===== config.mk =====
export PLATFORM = sky130hd
export DESIGN_NAME = vic20_loader_top
export DESIGN_NICKNAME = d
export VERILOG_FILES = /design/src/hw/loader_pkg.sv /design/src/hw/vic20_loader_top.sv /design/src/hw/cfg_bus_arbiter.sv /design/src/hw/rom_loader.sv /design/src/hw/cart_loader.sv /design/src/hw/prg_loader.sv
export SDC_FILE = /design/constraint.sdc
export NUM_CORES = 1
export LEC_CHECK = 0
export ABC_AREA = 1
export BUFFER_PORTS_ARGS = -buffer_cell sky130_fd_sc_hd__buf_2
export CORE_MARGIN = 2
export CORE_UTILIZATION = 45
export CTS_CLUSTER_SIZE = 24
export DETAILED_ROUTE_END_ITERATION = 16
export SYNTH_ARGS = -nofsm -noshare
export SYNTH_HDL_FRONTEND = slang
export SYNTH_SLANG_ARGS = --single-unit

===== constraint.sdc =====
create_clock -name clk_sys -period 9.1 [get_ports clk_sys]
set_input_delay 1.82 -clock clk_sys [delete_from_list [all_inputs] [get_ports clk_sys]]
set_output_delay 1.82 -clock clk_sys [all_outputs]
set_load 0.1 [all_outputs]

===== src/hw/loader_pkg.sv =====
`default_nettype none

package loader_pkg;

	//////////////////// Host download port

	typedef struct packed {
		logic        download;
		logic  [7:0] index;
		logic        wr;
		logic [24:0] addr;
		logic  [7:0] data;
		logic  [7:0] ext_char;
	} dl_port_t;

	//////////////////// Configuration bus

	typedef struct packed {
		logic [15:0] addr;
		logic  [7:0] data;
	} cfg_wr_t;

	// Held by a loader until its grant bit pulses
	typedef struct packed {
		logic    valid;
		cfg_wr_t wr;
	} cfg_req_t;

	// Memory menu options
	typedef struct packed {
		logic       ext1;
		logic [1:0] ext2_sel;
		logic       ext3;
		logic       cart_writable;
	} mem_opts_t;

	// One bit per block: $0400, $2000, $4000, $6000, $A000
	typedef logic [4:0] blk_mask_t;

	//////////////////// File kinds

	localparam logic [7:0] FILE_KIND_PRG = 8'h01;
	localparam logic [7:0] FILE_KIND_CRT = 8'h41;
	localparam logic [7:0] FILE_KIND_CT  = 8'h81;
	localparam logic [7:0] FILE_KIND_ROM = 8'h06;

	// Address limits
	localparam logic [15:0] PRG_TOP    = 16'hA000;
	localparam logic [15:0] CART_TOP   = 16'hC000;
	localparam logic [15:0] ROM_LO     = 16'h4000;
	localparam logic [15:0] ROM_HI     = 16'h8000;
	localparam logic [15:0] ROM_OFFSET = 16'h8000;

	localparam int NUM_REQ = 3;

	// BASIC start, variable and end pointers, low byte first
	localparam logic [15:0] PTR_ADDRS [8] = '{
		16'h002D, 16'h002E, 16'h002F, 16'h0030,
		16'h0031, 16'h0032, 16'h00AE, 16'h00AF
	};

endpackage

`default_nettype wire

===== src/hw/vic20_loader_top.sv =====
`default_nettype none

module vic20_loader_top (
	input  wire                         clk_sys,
	input  wire                         reset,
	input  wire  loader_pkg::dl_port_t  dl_i,
	input  wire  loader_pkg::mem_opts_t opts_i,
	output loader_pkg::cfg_wr_t         cfg_wr_o,
	output logic                        cfg_we_o,
	output loader_pkg::blk_mask_t       ram_ext_o,
	output loader_pkg::blk_mask_t       ram_ro_o
);
	import loader_pkg::*;

	// Requester 0 has the highest priority
	cfg_req_t           req [NUM_REQ];
	logic [NUM_REQ-1:0] grant;

	prg_loader prg_loader_inst (
		.clk_sys (clk_sys),
		.reset   (reset),
		.dl_i    (dl_i),
		.grant_i (grant[0]),
		.req_o   (req[0])
	);

	cart_loader cart_loader_inst (
		.clk_sys   (clk_sys),
		.reset     (reset),
		.dl_i      (dl_i),
		.opts_i    (opts_i),
		.grant_i   (grant[1]),
		.req_o     (req[1]),
		.ram_ext_o (ram_ext_o),
		.ram_ro_o  (ram_ro_o)
	);

	rom_loader rom_loader_inst (
		.clk_sys (clk_sys),
		.reset   (reset),
		.dl_i    (dl_i),
		.grant_i (grant[2]),
		.req_o   (req[2])
	);

	cfg_bus_arbiter cfg_bus_arbiter_inst (
		.clk_sys  (clk_sys),
		.reset    (reset),
		.req_i    (req),
		.grant_o  (grant),
		.cfg_wr_o (cfg_wr_o),
		.cfg_we_o (cfg_we_o)
	);

endmodule

`default_nettype wire


===== src/hw/cfg_bus_arbiter.sv =====
`default_nettype none

module cfg_bus_arbiter (
	input  wire                             clk_sys,
	input  wire                             reset,
	input  wire  loader_pkg::cfg_req_t      req_i [loader_pkg::NUM_REQ],
	output logic [loader_pkg::NUM_REQ-1:0]  grant_o,
	output loader_pkg::cfg_wr_t             cfg_wr_o,
	output logic                            cfg_we_o
);
	import loader_pkg::*;

	cfg_wr_t win_wr;
	logic    any_grant;

	//////////////////// Priority select

	// Lowest index wins, so scan from the top and let it overwrite
	always_comb begin
		grant_o = '0;
		win_wr  = '0;
		for (int i = NUM_REQ - 1; i >= 0; i--) begin
			if (req_i[i].valid) begin
				grant_o    = '0;
				grant_o[i] = 1'b1;
				win_wr     = req_i[i].wr;
			end
		end
	end

	assign any_grant = |grant_o;

	//////////////////// Bus output

	always_ff @(posedge clk_sys) begin
		if (reset) begin
			cfg_we_o <= 1'b0;
		end else begin
			cfg_we_o <= any_grant;
		end
	end

	// Address and data hold their last value between writes
	always_ff @(posedge clk_sys) begin
		if (any_grant) begin
			cfg_wr_o <= win_wr;
		end
	end

endmodule

`default_nettype wire


===== src/hw/rom_loader.sv =====
`default_nettype none

module rom_loader (
	input  wire                        clk_sys,
	input  wire                        reset,
	input  wire  loader_pkg::dl_port_t dl_i,
	input  wire                        grant_i,
	output loader_pkg::cfg_req_t       req_o
);
	import loader_pkg::*;

	logic    req_valid;
	cfg_wr_t req_wr;
	logic    in_range;
	logic    data_hit;

	// Kernal image sits in the upper half of the file
	assign in_range = (dl_i.addr >= ROM_LO) && (dl_i.addr < ROM_HI);
	assign data_hit = dl_i.download && (dl_i.index == FILE_KIND_ROM) &&
		dl_i.wr && in_range;

	always_ff @(posedge clk_sys) begin
		if (reset) begin
			req_valid <= 1'b0;
		end else begin
			if (grant_i) begin
				req_valid <= 1'b0;
			end
			// A new byte replaces any write still waiting
			if (data_hit) begin
				req_valid <= 1'b1;
			end
		end
	end

	//////////////////// Payload

	always_ff @(posedge clk_sys) begin
		if (data_hit) begin
			req_wr.addr <= dl_i.addr[15:0] + ROM_OFFSET;
			req_wr.data <= dl_i.data;
		end
	end

	assign req_o.valid = req_valid;
	assign req_o.wr    = req_wr;

endmodule

`default_nettype wire


===== src/hw/cart_loader.sv =====
`default_nettype none

module cart_loader (
	input  wire                         clk_sys,
	input  wire                         reset,
	input  wire  loader_pkg::dl_port_t  dl_i,
	input  wire  loader_pkg::mem_opts_t opts_i,
	input  wire                         grant_i,
	output loader_pkg::cfg_req_t        req_o,
	output loader_pkg::blk_mask_t       ram_ext_o,
	output loader_pkg::blk_mask_t       ram_ro_o
);
	import loader_pkg::*;

	logic        req_valid;
	cfg_wr_t     req_wr;
	logic [15:0] load_addr;
	logic        dl_prev;
	blk_mask_t   blk_mask;

	logic        is_crt;
	logic        is_ct;
	logic        cart_active;
	logic        dl_rise;
	logic        hdr_byte;
	logic        data_hit;
	logic        ext_ok;
	logic [15:0] ext_addr;
	blk_mask_t   blk_hit;
	logic  [2:0] ext2_bits;
	blk_mask_t   opt_mask;

	//////////////////// Download decode

	assign is_crt      = (dl_i.index == FILE_KIND_CRT);
	assign is_ct       = (dl_i.index == FILE_KIND_CT);
	assign cart_active = dl_i.download && (is_crt || is_ct);
	assign dl_rise     = !dl_prev && dl_i.download && is_ct;

	// Only the address-in-file kind carries a header
	assign hdr_byte = is_crt && (dl_i.addr < 25'd2);
	assign data_hit = cart_active && dl_i.wr && !hdr_byte && (load_addr < CART_TOP);

	// Start address from the last extension character
	always_comb begin
		ext_ok   = 1'b0;
		ext_addr = '0;
		if ((dl_i.ext_char >= "2") && (dl_i.ext_char <= "9")) begin
			ext_ok   = 1'b1;
			ext_addr = {dl_i.ext_char[3:0], 12'h000};
		end else if ((dl_i.ext_char >= "A") && (dl_i.ext_char <= "B")) begin
			ext_ok   = 1'b1;
			ext_addr = {dl_i.ext_char[3:0] + 4'd9, 12'h000};
		end
	end

	// 8 KB block of the current address, $8000 block has no bit
	always_comb begin
		blk_hit = '0;
		case (load_addr[15:13])
			3'd0: blk_hit[0] = 1'b1;
			3'd1: blk_hit[1] = 1'b1;
			3'd2: blk_hit[2] = 1'b1;
			3'd3: blk_hit[3] = 1'b1;
			3'd5: blk_hit[4] = 1'b1;
			default: blk_hit = '0;
		endcase
	end

	//////////////////// Control

	always_ff @(posedge clk_sys) begin
		if (reset) begin
			dl_prev   <= 1'b0;
			req_valid <= 1'b0;
			blk_mask  <= '0;
		end else begin
			dl_prev <= dl_i.download;
			if (grant_i) begin
				req_valid <= 1'b0;
			end
			if (data_hit) begin
				req_valid <= 1'b1;
				blk_mask  <= blk_mask | blk_hit;
			end
		end
	end

	// Address and payload
	always_ff @(posedge clk_sys) begin
		if (dl_rise && ext_ok) begin
			load_addr <= ext_addr;
		end else if (cart_active && dl_i.wr) begin
			if (is_crt && (dl_i.addr == 25'd0)) begin
				load_addr[7:0] <= dl_i.data;
			end else if (is_crt && (dl_i.addr == 25'd1)) begin
				load_addr[15:8] <= dl_i.data;
			end else if (data_hit) begin
				req_wr.addr <= load_addr;
				req_wr.data <= dl_i.data;
				load_addr   <= load_addr + 16'd1;
			end
		end
	end

	//////////////////// Expansion masks

	always_comb begin
		case (opts_i.ext2_sel)
			2'd0: ext2_bits = 3'b000;
			2'd1: ext2_bits = 3'b001;
			2'd2: ext2_bits = 3'b011;
			default: ext2_bits = 3'b111;
		endcase
		opt_mask = {opts_i.ext3, ext2_bits, opts_i.ext1};
	end

	always_ff @(posedge clk_sys) begin
		if (reset) begin
			ram_ext_o <= '0;
			ram_ro_o  <= '0;
		end else begin
			ram_ext_o <= blk_mask | opt_mask;
			// Cartridge blocks are read only unless the menu allows writes
			ram_ro_o  <= opts_i.cart_writable ? '0 : blk_mask;
		end
	end

	assign req_o.valid = req_valid;
	assign req_o.wr    = req_wr;

endmodule

`default_nettype wire


===== src/hw/prg_loader.sv =====
`default_nettype none

module prg_loader (
	input  wire                        clk_sys,
	input  wire                        reset,
	input  wire  loader_pkg::dl_port_t dl_i,
	input  wire                        grant_i,
	output loader_pkg::cfg_req_t       req_o
);
	import loader_pkg::*;

	logic        req_valid;
	cfg_wr_t     req_wr;
	logic [15:0] load_addr;
	logic        dl_prev;
	logic        seq_active;
	logic        ptr_pend;
	logic  [2:0] ptr_step;

	logic        is_prg;
	logic        prg_active;
	logic        dl_fall;
	logic        data_hit;
	logic        ptr_issue;

	//////////////////// Download decode

	assign is_prg     = (dl_i.index == FILE_KIND_PRG);
	assign prg_active = dl_i.download && is_prg;
	assign dl_fall    = dl_prev && !dl_i.download && is_prg;

	// First two bytes are the load address, the rest is data below $A000
	assign data_hit = prg_active && dl_i.wr && (dl_i.addr > 25'd1) &&
		(load_addr < PRG_TOP);

	// Next pointer write once the previous one has been taken
	assign ptr_issue = seq_active && !req_valid && !prg_active;

	always_ff @(posedge clk_sys) begin
		if (reset) begin
			dl_prev <= 1'b0;
		end else begin
			dl_prev <= dl_i.download;
		end
	end

	//////////////////// Request control

	always_ff @(posedge clk_sys) begin
		if (reset) begin
			req_valid  <= 1'b0;
			seq_active <= 1'b0;
			ptr_pend   <= 1'b0;
			ptr_step   <= '0;
		end else begin
			if (grant_i) begin
				req_valid <= 1'b0;
				if (ptr_pend) begin
					ptr_pend <= 1'b0;
					ptr_step <= ptr_step + 3'd1;
					// Last pointer written
					if (ptr_step == 3'd7) begin
						seq_active <= 1'b0;
					end
				end
			end

			if (prg_active) begin
				seq_active <= 1'b0;
				if (data_hit) begin
					req_valid <= 1'b1;
				end
			end else if (dl_fall) begin
				seq_active <= 1'b1;
				ptr_step   <= '0;
			end else if (ptr_issue) begin
				req_valid <= 1'b1;
				ptr_pend  <= 1'b1;
			end
		end
	end

	//////////////////// Address and payload

	always_ff @(posedge clk_sys) begin
		if (prg_active && dl_i.wr) begin
			if (dl_i.addr == 25'd0) begin
				load_addr[7:0] <= dl_i.data;
			end else if (dl_i.addr == 25'd1) begin
				load_addr[15:8] <= dl_i.data;
			end else if (data_hit) begin
				req_wr.addr <= load_addr;
				req_wr.data <= dl_i.data;
				load_addr   <= load_addr + 16'd1;
			end
		end else if (ptr_issue) begin
			// Pointers alternate low and high byte of the end address
			req_wr.addr <= PTR_ADDRS[ptr_step];
			req_wr.data <= ptr_step[0] ? load_addr[15:8] : load_addr[7:0];
		end
	end

	assign req_o.valid = req_valid;
	assign req_o.wr    = req_wr;

endmodule

`default_nettype wire


# Word-level counts from Yosys, hierarchy flattened
# Memory sizes are Yosys's and may differ from the RTL's.
# Index checks and enable logic that the tools add are counted.
# W data, S select, Z words.
[classes]
n_eq_ne = 18
bitwise = 7
addsub = 5
n_mul = 0
n_lt_le_gt_ge = 11
n_mux = 56
shifts = 0
n_div = 0
reduce_logical = 54
[op_table]
columns = ["cell", "count"]
rows = [
  ["$mux W24", 8],
  ["$mux W16", 8],
  ["$mux W8", 8],
  ["$add A16 B1 Y16 const B", 2],
  ["$lt A16 B16 Y1 const B", 2],
  ["$eq A25 B1 Y1 const B", 1],
  ["$ge A25 B15 Y1 const B", 1],
  ["$gt A25 B1 Y1 const B", 1],
  ["$logic_not A25 Y1", 1],
  ["$lt A25 B16 Y1 const B", 1],
  ["$lt A25 B2 Y1 const B", 1],
  ["$logic_and A1 B1 Y1", 24],
  ["$mux W1", 24],
  ["$mux W3", 7],
  ["$reduce_bool A2 Y1", 9],
  ["$add A16 B16 Y16 const B", 1],
  ["$reduce_and A3 Y1", 5],
  ["$or A5 B5 Y5", 2],
  ["$pmux W3 S3", 1],
  ["$eq A8 B1 Y1 const B", 1],
  ["$eq A8 B3 Y1 const B", 1],
  ["$eq A8 B7 Y1 const B", 1],
  ["$eq A8 B8 Y1 const B", 1],
  ["$ge A8 B6 Y1 const B", 1],
  ["25 further kinds", 39],
]
[totals]
ram_bits = 0
memories = 1
elab_cells = 175
inputBits = 58
out_inout_bits = 35
regBits = 153
latch_bits = 0
mem_bits_ro = 128
[memory_table]
columns = ["memory", "depth", "width", "rd", "rd_ports_with_merged_regs", "wr", "line", "rtl"]
rows = [
  ["(name not given)", 8, 16, 1, 0, 0, "prg_loader.sv:98", "req_wr.addr <= PTR_ADDRS[ptr_step];"],
]

# Logic depth before layout (Yosys ltp)
# Gate-level depths: netlist of the first run.
[logic_depth]
depth_word = 11
mapped_depth = 12
ltp_nobuf = 12

# Modules after synthesis
# From an unflattened synthesis of the first run, not the netlist that was laid out.
[unflattened]
hier_cells = 844
hier_area_um2 = 7901.3
[modules_own_cells]
columns = ["module", "area_each_um2", "seq_area_each_um2", "cells_per_inst", "instances"]
rows = [
  ["cart_loader", 3026.7, 1541.5, 341, 1],
  ["prg_loader", 2667.6, 1341.3, 308, 1],
  ["cfg_bus_arbiter", 1355.0, 740.7, 143, 1],
  ["rom_loader", 852.1, 740.7, 52, 1],
]

# Worst setup path before layout of the first run
# Ideal clock, no wire load.
[synth_path]
path_type = "in2reg"
from = "input dl_i[38] (netlist bit)"
to = "register rom_loader_inst.req_wr, in the netlist rom_loader_inst.req_o[0], enable pin"
required_ns = 8.665
cell_stages = 5
n_path_buf = 0
slack_ns = 4.713
t_arrival_ns = 3.952
path_cell_list = "nor2_2 -> nand2_4 -> nor2_8 -> inv_1 -> nor3_1"
[synth_between]
elab_chain_len = 3
word_cells_on_any_way = 4
classes_between = "order compare (2); reduce/logical (2)"
[synth_lines]
columns = ["item", "line", "rtl"]
rows = [
  ["start, declared", "vic20_loader_top.sv:6", "input wire loader_pkg::dl_port_t dl_i,"],
  ["$ge A25 B15 Y1 or $lt A25 B16 Y1 (tied branches)", "rom_loader.sv:18", "assign in_range = (dl_i.addr >= ROM_LO) && (dl_i.addr < ROM_HI);"],
  ["$logic_and A1 B1 Y1 (*)", "rom_loader.sv:18", ""],
  ["$logic_and A1 B1 Y1 (*)", "rom_loader.sv:20", "dl_i.wr && in_range;"],
  ["via rom_loader_inst.data_hit", "rom_loader.sv:15", "logic data_hit;"],
  ["end, declared", "rom_loader.sv:13", "cfg_wr_t req_wr;"],
]
# Mark *: on every way through the listed nets, which the timed path passes. The rest lies on a longest branch.
# A chain may end at the register's enable or synchronous reset.

# Worst setup path in the final report of the first run
[layout_path]
from = "input dl_i[47] (netlist bit)"
to = "register prg_loader_inst.req_wr, in the netlist prg_loader_inst.req_o[20], enable pin"
[layout_between]
elab_chain_len = 7
word_cells_on_any_way = 12
classes_between = "eq/ne (4); reduce/logical (8)"
[layout_lines]
columns = ["item", "line", "rtl"]
rows = [
  ["$eq A8 B1 Y1 (*)", "prg_loader.sv:28", "assign is_prg = (dl_i.index == FILE_KIND_PRG);"],
  ["$logic_and A1 B1 Y1 (*)", "prg_loader.sv:29", "assign prg_active = dl_i.download && is_prg;"],
  ["$logic_and A1 B1 Y1", "prg_loader.sv:33, prg_loader.sv:86", ""],
  ["$logic_and A1 B1 Y1 (2 in series)", "prg_loader.sv:33", "assign data_hit = prg_active && dl_i.wr && (dl_i.addr > 25'd1) &&"],
  ["$ne A2 B1 Y1 (no line)", "n/a", ""],
  ["$reduce_and A4 Y1 (no line) (*)", "n/a", ""],
  ["end, declared", "prg_loader.sv:13", "cfg_wr_t req_wr;"],
]
# Every way passes the cells marked *; elsewhere a longest branch is shown, timed or not.

==> run summary, run 1 <==
TritonCTS built the clock tree. Cells with a size suffix above 1 make up 20.7% of the layout. The run gives 0 as the quantity of gates resized following cts.

The final core area utilization was 53.9%. Fill cells in the final layout number 1436. For this run, the top clock speed supported by timing is 0.254 GHz. The number of slew-limit violations in the final report is 0. The buffer and inverter count on the worst path was 1; the number of nets with antenna violations after detailed routing was 0. Post-CTS timing repair inserted 0 buffers for setup. For the worst setup path, the data required time is 9.14 ns. Data on the critical path arrives at its endpoint at 3.97 ns. Summing the areas of all compound-gate instances in the mapped netlist gives 7.45% of the synthesized area.

The area of the multi-input gates was 2700 um2; the layout overhead on the synthesized area was 16.1%. During synthesis, Yosys emitted a total of 0 warnings. The global routing usage summed across all routing layers is 22.1%, and the global-route wire length before repair is 29500 um. The standard cell with the maximum stage delay on the critical path was nand2_1.

In the final design database the tool counted 916 nets. Dividing the synthesized area by the synthesized cell count gives 9.81 um2. The top fanout value on the critical path works out to 36. Clock latency on the worst-skew pair, taken at its later pin, is 0.43 ns.

On the worst path, the slowest cell contributes a delay of 0.71 ns. The logs give 0 for the number of maximum-capacitance violations and 153 for the number of sinks driven by the clock tree. For the largest net degree at the start of global routing, the log shows 37. The run gives 0 ns as the final total negative setup slack. The clock period minus final worst setup slack came out at 3.93 ns.

After synthesis, the largest family of logic cells by area is simple AND/OR/NAND/NOR gates. Kind of end point of the critical path: a flip-flop. Wires add up to 19100 um. After legalization and detailed placement, the total HPWL measured 14300 um. After clock tree synthesis, the clock-pin slew on the worst setup and hold paths is 0.06 ns.

The row count is 46. The number of buffers inserted during clock tree synthesis came out at 17. In this run the power density over the cells is 169 nW/um2. Hold repair after CTS inserted 0 buffers. The number of register bits inferred by synthesis was 153. Setup repair after global routing left no endpoint under its margin. At the pin with the least slew margin, the transition time is 1.14 ns. For the core outline area, the log shows 16000 um2. 93 I/O pins were placed.

The number of iterations in the first detailed-routing pass is 5. Setup violations remaining at the end of the flow were counted as 0. Class of the tightest hold or removal check: reg -> reg. In this run the number of H-tree levels came out at 4. Dividing the final minimum period by the clock period gives 43.2%. The worst setup path is launched from a primary input. In this run the biggest area consumer among cell types represents 51.8% of the synthesized area.

The top cell family by delay on the critical path is simple AND/OR/NAND/NOR gates. The adder-cell share of the synthesized area is 1.68%. Multiplexer cells account for 0% of the synthesized area. The run gives 4340 um2 as the area taken by flip-flops and latches. The run finished with clean final reports. The run gives 42 as the distinct cell type count of the synthesized netlist. The root cell of the clock tree was clkbuf_16. The tools report the cell area after technology mapping as 7430 um2.

The number of antenna violations at the first check in global routing came out at 0. The cell count after synthesis came out at 757. In this run the static leakage power is 3.52 nW. The final clock skew was 0.0108 ns; the net count of the mapped netlist was 825. Summing the areas of all xor and xnor instances in the mapped netlist gives 2.59% of the synthesized area. From bottom edge to top edge, the die measures 132 um. Sorting the synthesized cells by area gives the leading types as edfxtp_1 (52%), nand2_1 (7.2%), nand3_1 (7.0%). For this run, design rule violations remaining after detail routing come to 0. Summed over all layers, the global routing overflow is 0. Traced cell by cell, the critical path runs through buf_2, nor2_1, nand3_1, nor2_2, nand2_2, nor2_1, nand3_1, nand2_1. The starting utilization of the core area was 46.4%.

The port buffer count is 92. Measured against its own limit, the worst slew margin works out to 24.2%. The average vias per placed instance works out to 5.36. The tools report the full die area as 17500 um2.

The congestion estimate from routability-driven global placement came to 0.886. The via count of the first global-routing pass was 5569. The tools report the number of buffers on the longest clock path as 2. The simple-gate share of the synthesized area is 24.5%, and the part of the Yosys area used for sequential elements is 58.5%.

In the final routed layout, each cell accounts on average for 17.7 um. The repair_antennas step left the layout with diodes totalling 0. The type of the worst setup path is in -> reg. In this run, the number of DRC markers left after iteration 0 of detailed routing was 607. Summing over every cut layer, the via total after detailed routing is 5773. The number of hold-slack violations in the final timing report was 0. The die is 132 um wide. The biggest area contributor in the post-synthesis netlist is edfxtp_1.

IR analysis of the VDD net gives a maximum drop of 134 uV.
## metal layers
layer  routed length, um  vias to the layer above  GRT usage, %
met3                1380                       25          5.40
met1                8260                     2751          30.0
met4                 473                        0          7.89
met5                   0                        -             0
li1                    -                     2781             -
met2                8950                      216          34.7
## layout make-up
| cell class | instances | area share [%] |
|---|---|---|
| clock buffer | 19 | 5.02 |
| sequential | 153 | 50.4 |
| inverter | 74 | 3.25 |
| multi-input combinational | 506 | 31.3 |
| timing repair buffer | 96 | 5.69 |
| tap | 216 | 3.13 |
| clock inverter | 13 | 1.23 |
## Yosys cell counts (all sizes together)
cell and count:
nand3 107, a21boi 1, xnor2 6, o211ai 9
nor2 95, or2 1, dfxtp 25, a21oi 23
buf 12, nor3 12, inv 73, a22oi 3
clkbuf 12, clkinv 1, nor4 2, o22ai 9
nand4 10, o21ai 44, nand2 155, nand3b 1
edfxtp 128, xor2 16, ha 10, o21bai 1
a211oi 1
## path summary, 6_finish.rpt
path,startpoint,end,slack [ns],depth (start not counted)
hold reg to reg,cart_loader_inst.blk_mask[2],cart_loader_inst.ram_ro_o[2],0.45,2
hold / removal,cart_loader_inst.blk_mask[2],cart_loader_inst.ram_ro_o[2],0.45,2
setup / recovery,dl_i[47],prg_loader_inst.req_o[20],5.17,8
setup reg to reg,rom_loader_inst.req_valid,cfg_bus_arbiter_inst.cfg_wr_o[4],6.78,2
## stage by stage
step	setup WS, ns	total power, mW	std cells	area, um2	hold slack [ns]
after floorplan	4.71	0.794	757	7430	0.421
after global placement	4.84	0.820	1045	8080	0.440
after detailed placement	4.75	0.821	1045	8080	0.445
after CTS	5.19	1.46	1077	8620	0.453
after global routing	4.93	1.49	1077	8620	0.481
final	5.17	1.45	1077	8620	0.454
## worst reg2reg max path: cells and delay by family, from the launching register on
kind	cells	cell delay (ns)
and+or+nand+nor	1	0.85
DFF	1	0.89
buffers and inverters	1	0.18
## cells by family (layout without fill, tap and decap cells)
kind of cell | count (synthesis) | in the layout
AND/OR/NAND/NOR | 383 | 383
flip-flops | 153 | 153
buffers and inverters | 98 | 202
AO/OA/AOI/OAI | 91 | 91
XOR/XNOR | 22 | 22
adder cells (fa/ha/maj) | 10 | 10
## cell usage in the layout, fill, tap and decap left out, types with 4 or more instances in the layout
| cell | Yosys | routed |
|---|---|---|
| o21ai_2 | 9 | 9 |
| clkinv_2 | 0 | 4 |
| buf_2 | 4 | 92 |
| nor2_1 | 81 | 80 |
| clkbuf_16 | 0 | 17 |
| nand2_2 | 7 | 7 |
| o21ai_0 | 19 | 19 |
| nand2_1 | 143 | 143 |
| inv_2 | 7 | 7 |
| edfxtp_1 | 128 | 128 |
| xnor2_1 | 6 | 6 |
| a21oi_1 | 22 | 22 |
| nor2_2 | 9 | 10 |
| o211ai_1 | 9 | 9 |
| o22ai_1 | 9 | 9 |
| o21ai_1 | 16 | 16 |
| inv_1 | 65 | 65 |
| xor2_1 | 16 | 16 |
| nor3_1 | 11 | 10 |
| nand3_1 | 104 | 104 |
| dfxtp_1 | 25 | 25 |
| buf_4 | 0 | 4 |
| nand4_1 | 8 | 8 |
| nand2_4 | 4 | 4 |
| ha_1 | 10 | 10 |
## registers in the layout, summed over array words and instances (netlist names), 3 cells and up
name and cells:
prg_loader_inst.load_addr 16, cart_loader_inst.load_addr 16, cart_loader_inst.blk_mask 5, cart_loader_inst.req_o 24, cart_loader_inst.ram_ext_o 5, cart_loader_inst.ram_ro_o 5
cfg_bus_arbiter_inst.cfg_wr_o 24, prg_loader_inst.req_o 24, prg_loader_inst.ptr_step 3, rom_loader_inst.req_o 24
## where the power goes
part           leakage [nW]  total (mW)  switching, mW  internal [mW]
clock                 0.258       0.648          0.275          0.373
sequential             1.31       0.752       0.000394          0.752
combinational          1.95      0.0533         0.0376         0.0157
Note: power is estimated with default switching activity, not from simulation.
==> run 2: changes to the inputs <==
--- a/config.mk
+++ b/config.mk
@@ -11,6 +11,7 @@
 export CORE_UTILIZATION = 45
 export CTS_CLUSTER_SIZE = 24
 export DETAILED_ROUTE_END_ITERATION = 16
+export PLACE_DENSITY = 0.67
 export SYNTH_ARGS = -nofsm -noshare
 export SYNTH_HDL_FRONTEND = slang
 export SYNTH_SLANG_ARGS = --single-unit
==> constraint.sdc (replaced) <==
create_clock -name clk_sys -period 3.2 [get_ports clk_sys]
set_input_delay 0.64 -clock clk_sys [delete_from_list [all_inputs] [get_ports clk_sys]]
set_output_delay 0.64 -clock clk_sys [all_outputs]
set_load 0.1 [all_outputs]
==> run 2 against run 1 <==
Net effect: power rose to 3.0 times the previous value; sequential share of layout area down 0.84 points; core utilization up 0.91 points; highest routed layer unchanged.
==> run summary, run 2 (same netlist as run 1, synthesis figures left out) <==
The worst path setup slack after routing was 0.989 ns (-4.18 ns); the final clock skew was 0.0111 ns (+0.000368 ns). The clock latency at the later pin of the worst-skew pair is 0.43 ns (about the same). The logs give 17500 um2 (unchanged) for the full die area and 5424 (-2.6%) for the via count of the first global-routing pass.

The type of the worst setup path is in -> reg. The leading cell type in the layout, fill and taps excluded was nand2_1. Largest net degree at the start of global routing: 31 (-16%). The average vias per placed instance was 5.33 (-0.54%); the global-route wire length before repair was 28900 um (-2.0%). The logic depth of the worst path, buffers included came out at 14 (+6). The buffers inserted during post-CTS setup optimization was 0 (unchanged). The run gives 46.4% (unchanged) as the starting utilization of the core area. The slew at the pin closest to its max-slew limit is 0.725 ns (-0.411 ns). The number of antenna violations at the first check in global routing was 0 (unchanged). The area growth from synthesis to layout is 18.1%. For the number of top-level pins, the log shows 93 (unchanged). In this run the critical register-to-register path is launched from cart_loader_inst.load_addr[0]. The quantity of gates resized following cts was 0 (unchanged).

The tools report the number of hold-slack violations in the final timing report as 0 (unchanged). In this run the clock root is driven by a clkbuf_16. The clock transition at the registers of the reported paths was 0.06 ns (about the same). The logs give 4 (unchanged) for the maximum level of the CTS H-tree and 4.64% (-0.77 points) for the fraction of met3 tracks used by global routing.

The final total negative setup slack was 0 ns (unchanged). The number of buffers on the longest clock path came out at 2 (unchanged). The logs give 4340 um2 (unchanged) for the area taken by flip-flops and latches and 2710 um2 (+0.23%) for the area of the multi-input gates. The core outline area is 16000 um2 (unchanged).

The most critical setup path has its endpoint at cart_loader_inst.load_addr[11]. The signal on the critical path passes through buf_2, inv_1, ha_1, inv_1, nand2_1, o21ai_1, nor2_1, nand2_1, nand2_2, nand2_4, inv_1, nor2_1, a21oi_1, buf_4. The clock period minus final worst setup slack came out at 2.21 ns. The power per cell area was 496 nW/um2 (+190%). The DRC violation count after routing is 0 (unchanged). The top fanout value on the critical path works out to 10 (-72%).

STA classifies the critical path startpoint as a primary input. Most repeated library cell on the critical path: inv_1. For the total detailed-routing wirelength, the log shows 18600 um (-2.2%). Source of the critical timing path: dl_i[1]. The run gives 153 (unchanged) as the number of sinks driven by the clock tree. The routing layer with the top usage in global route was met2. The leakage power of the design came out at 3.60 nW (+2.3%). STA classifies the critical path endpoint as a flip-flop. The tools report the number of nets with antenna violations after detailed routing as 0 (unchanged). Static timing analysis puts the maximum clock frequency at 0.452 GHz. The logs give 0 (unchanged) for the global-route congestion overflow total and 34.9% (+0.26 points) for the global-route met2 utilization. After layout, the worst path uses 69.1% of the clock period. The final core area utilization is 54.8% (+0.91 points). The run gives 925 (+0.98%) as the net total in the final layout. For this design, the slowest cell found on the critical path is a21oi_1.

Worst relative slew slack: 51.6% (+27 points). The flow ran to the end, and the final reports show no timing, DRC or antenna violations. The number of cells on the worst reg-to-reg path was 8 (+6); the port buffer count was 92 (unchanged). The setup slack on the worst flop-to-flop path was 1.41 ns (-5.37 ns); the longest individual stage delay on the worst path was 0.26 ns (-0.45 ns). The run gives 6 (+1) as the number of iterations in the first detailed-routing pass. The proportion of layout cells with a drive suffix above 1 works out to 21.8% (+1.2 points). The run gives 29.0% (-0.94 points) as the met1 usage. Grouping stages by cell kind, the critical path spends the most delay in buffers and inverters.

The worst endpoint data arrival time was 2.35 ns (-1.62 ns); the wire length per cell after detailed routing was 17.2 um (-3.0%). The number of slew-limit violations in the final report came out at 0 (unchanged). TritonCTS built the clock tree.

The number of maximum-capacitance violations came out at 0 (unchanged). The number of hold buffers added after cts was 0 (unchanged); the number of DRC markers after the initial detailed-route iteration was 728 (+20%). The number of filler cells placed in the layout is 1463 (+1.9%), and the number of buffers inserted during clock tree synthesis is 17 (unchanged). The horizontal die dimension works out to 132 um (unchanged). The final HPWL from detailed placement was 13900 um (-2.9%). The global routing usage summed across all routing layers came out at 21.7% (-0.35 points).

The min-delay analysis places its worst path in the category in -> reg. The logs give 0 (unchanged) for the number of setup violations in the final report and 425 uV (+220%) for the peak ir drop on the vdd network. Setup repair after global routing left no endpoint under its margin. The row count is 46 (unchanged), and the final weighted congestion in routability-driven placement is 0.863 (-2.7%). In this run the critical register-to-register path is captured at cart_loader_inst.load_addr[10]. The vias after detailed routing was 5790 (+0.29%). Leaving out fill and tap cells, the most frequent cells in the layout are nand2_1 (143), edfxtp_1 (128), nand3_1 (104).

The buffer and inverter count on the worst path is 5 (+4), and the antenna diode instance count is 0 (unchanged). The vertical die dimension is 132 um (unchanged), and the data required time at the worst endpoint is 3.34 ns (-5.80 ns). The pre-CTS worst setup slack was 0.555 ns (-4.20 ns).
-- run 2: changes by cell type in the layout (fill, tap and decap cells not counted), moves of 2 or more --
cell        before  now
clkinv_2         4    0
clkinvlp_4       3    7
clkinv_1         3    1
bufinv_16        1    3
buf_4            4   13
-- run 2: layout make-up --
class	instances	area share (%)
clock inverter	13	1.93
multi-input combinational	506	30.8
tap	216	3.08
timing repair buffer	105	6.36
inverter	74	3.20
sequential	153	49.5
clock buffer	19	5.05
-- run 2: per-stage QoR --
step                      area, um2  hold WS [ns]  power, mW  cells
after detailed placement       8160         0.446       2.33   1054
after global routing           8770         0.415       4.45   1086
after floorplan                7430         0.421       2.26    757
final                          8770         0.411       4.35   1086
after global placement         8160         0.446       2.33   1054
after CTS                      8770         0.399       4.36   1086
-- run 2: power breakdown --
group	internal [mW]	leakage [nW]	switching (mW)	total (mW)
clock	1.25	0.274	0.809	2.06
combinational	0.0448	2.01	0.108	0.153
sequential	2.14	1.31	0.00111	2.14
-- run 2: worst min-delay path by stage --
stage	start	to	slack (ns)	cells after the start
after floorplan	cart_loader_inst.load_addr[15]	cart_loader_inst.req_o[23]	0.42	0
after global placement	cart_loader_inst.blk_mask[2]	cart_loader_inst.ram_ro_o[2]	0.45	2
after detailed placement	cart_loader_inst.blk_mask[0]	cart_loader_inst.ram_ro_o[0]	0.45	2
after CTS	opts_i[1]	cart_loader_inst.ram_ext_o[4]	0.40	3
after global routing	dl_i[26]	rom_loader_inst.req_o[18]	0.41	1
final	dl_i[28]	rom_loader_inst.req_o[20]	0.41	1
-- run 2: routing by layer --
metal | vias to the layer above | share of wire (%)
li1 | 2798 | -
met4 | 0 | 2.0
met3 | 27 | 7.8
met5 | - | 0
met2 | 254 | 47
met1 | 2711 | 43
-- run 2: worst register-to-register path, delay by kind of cell, from the launching register on --
kind | cells | cell delay (ns)
flops | 1 | 0.45
fa+ha+maj | 1 | 0.22
simple gates | 5 | 0.68
xor+xnor | 1 | 0.18
compound gates | 1 | 0.13
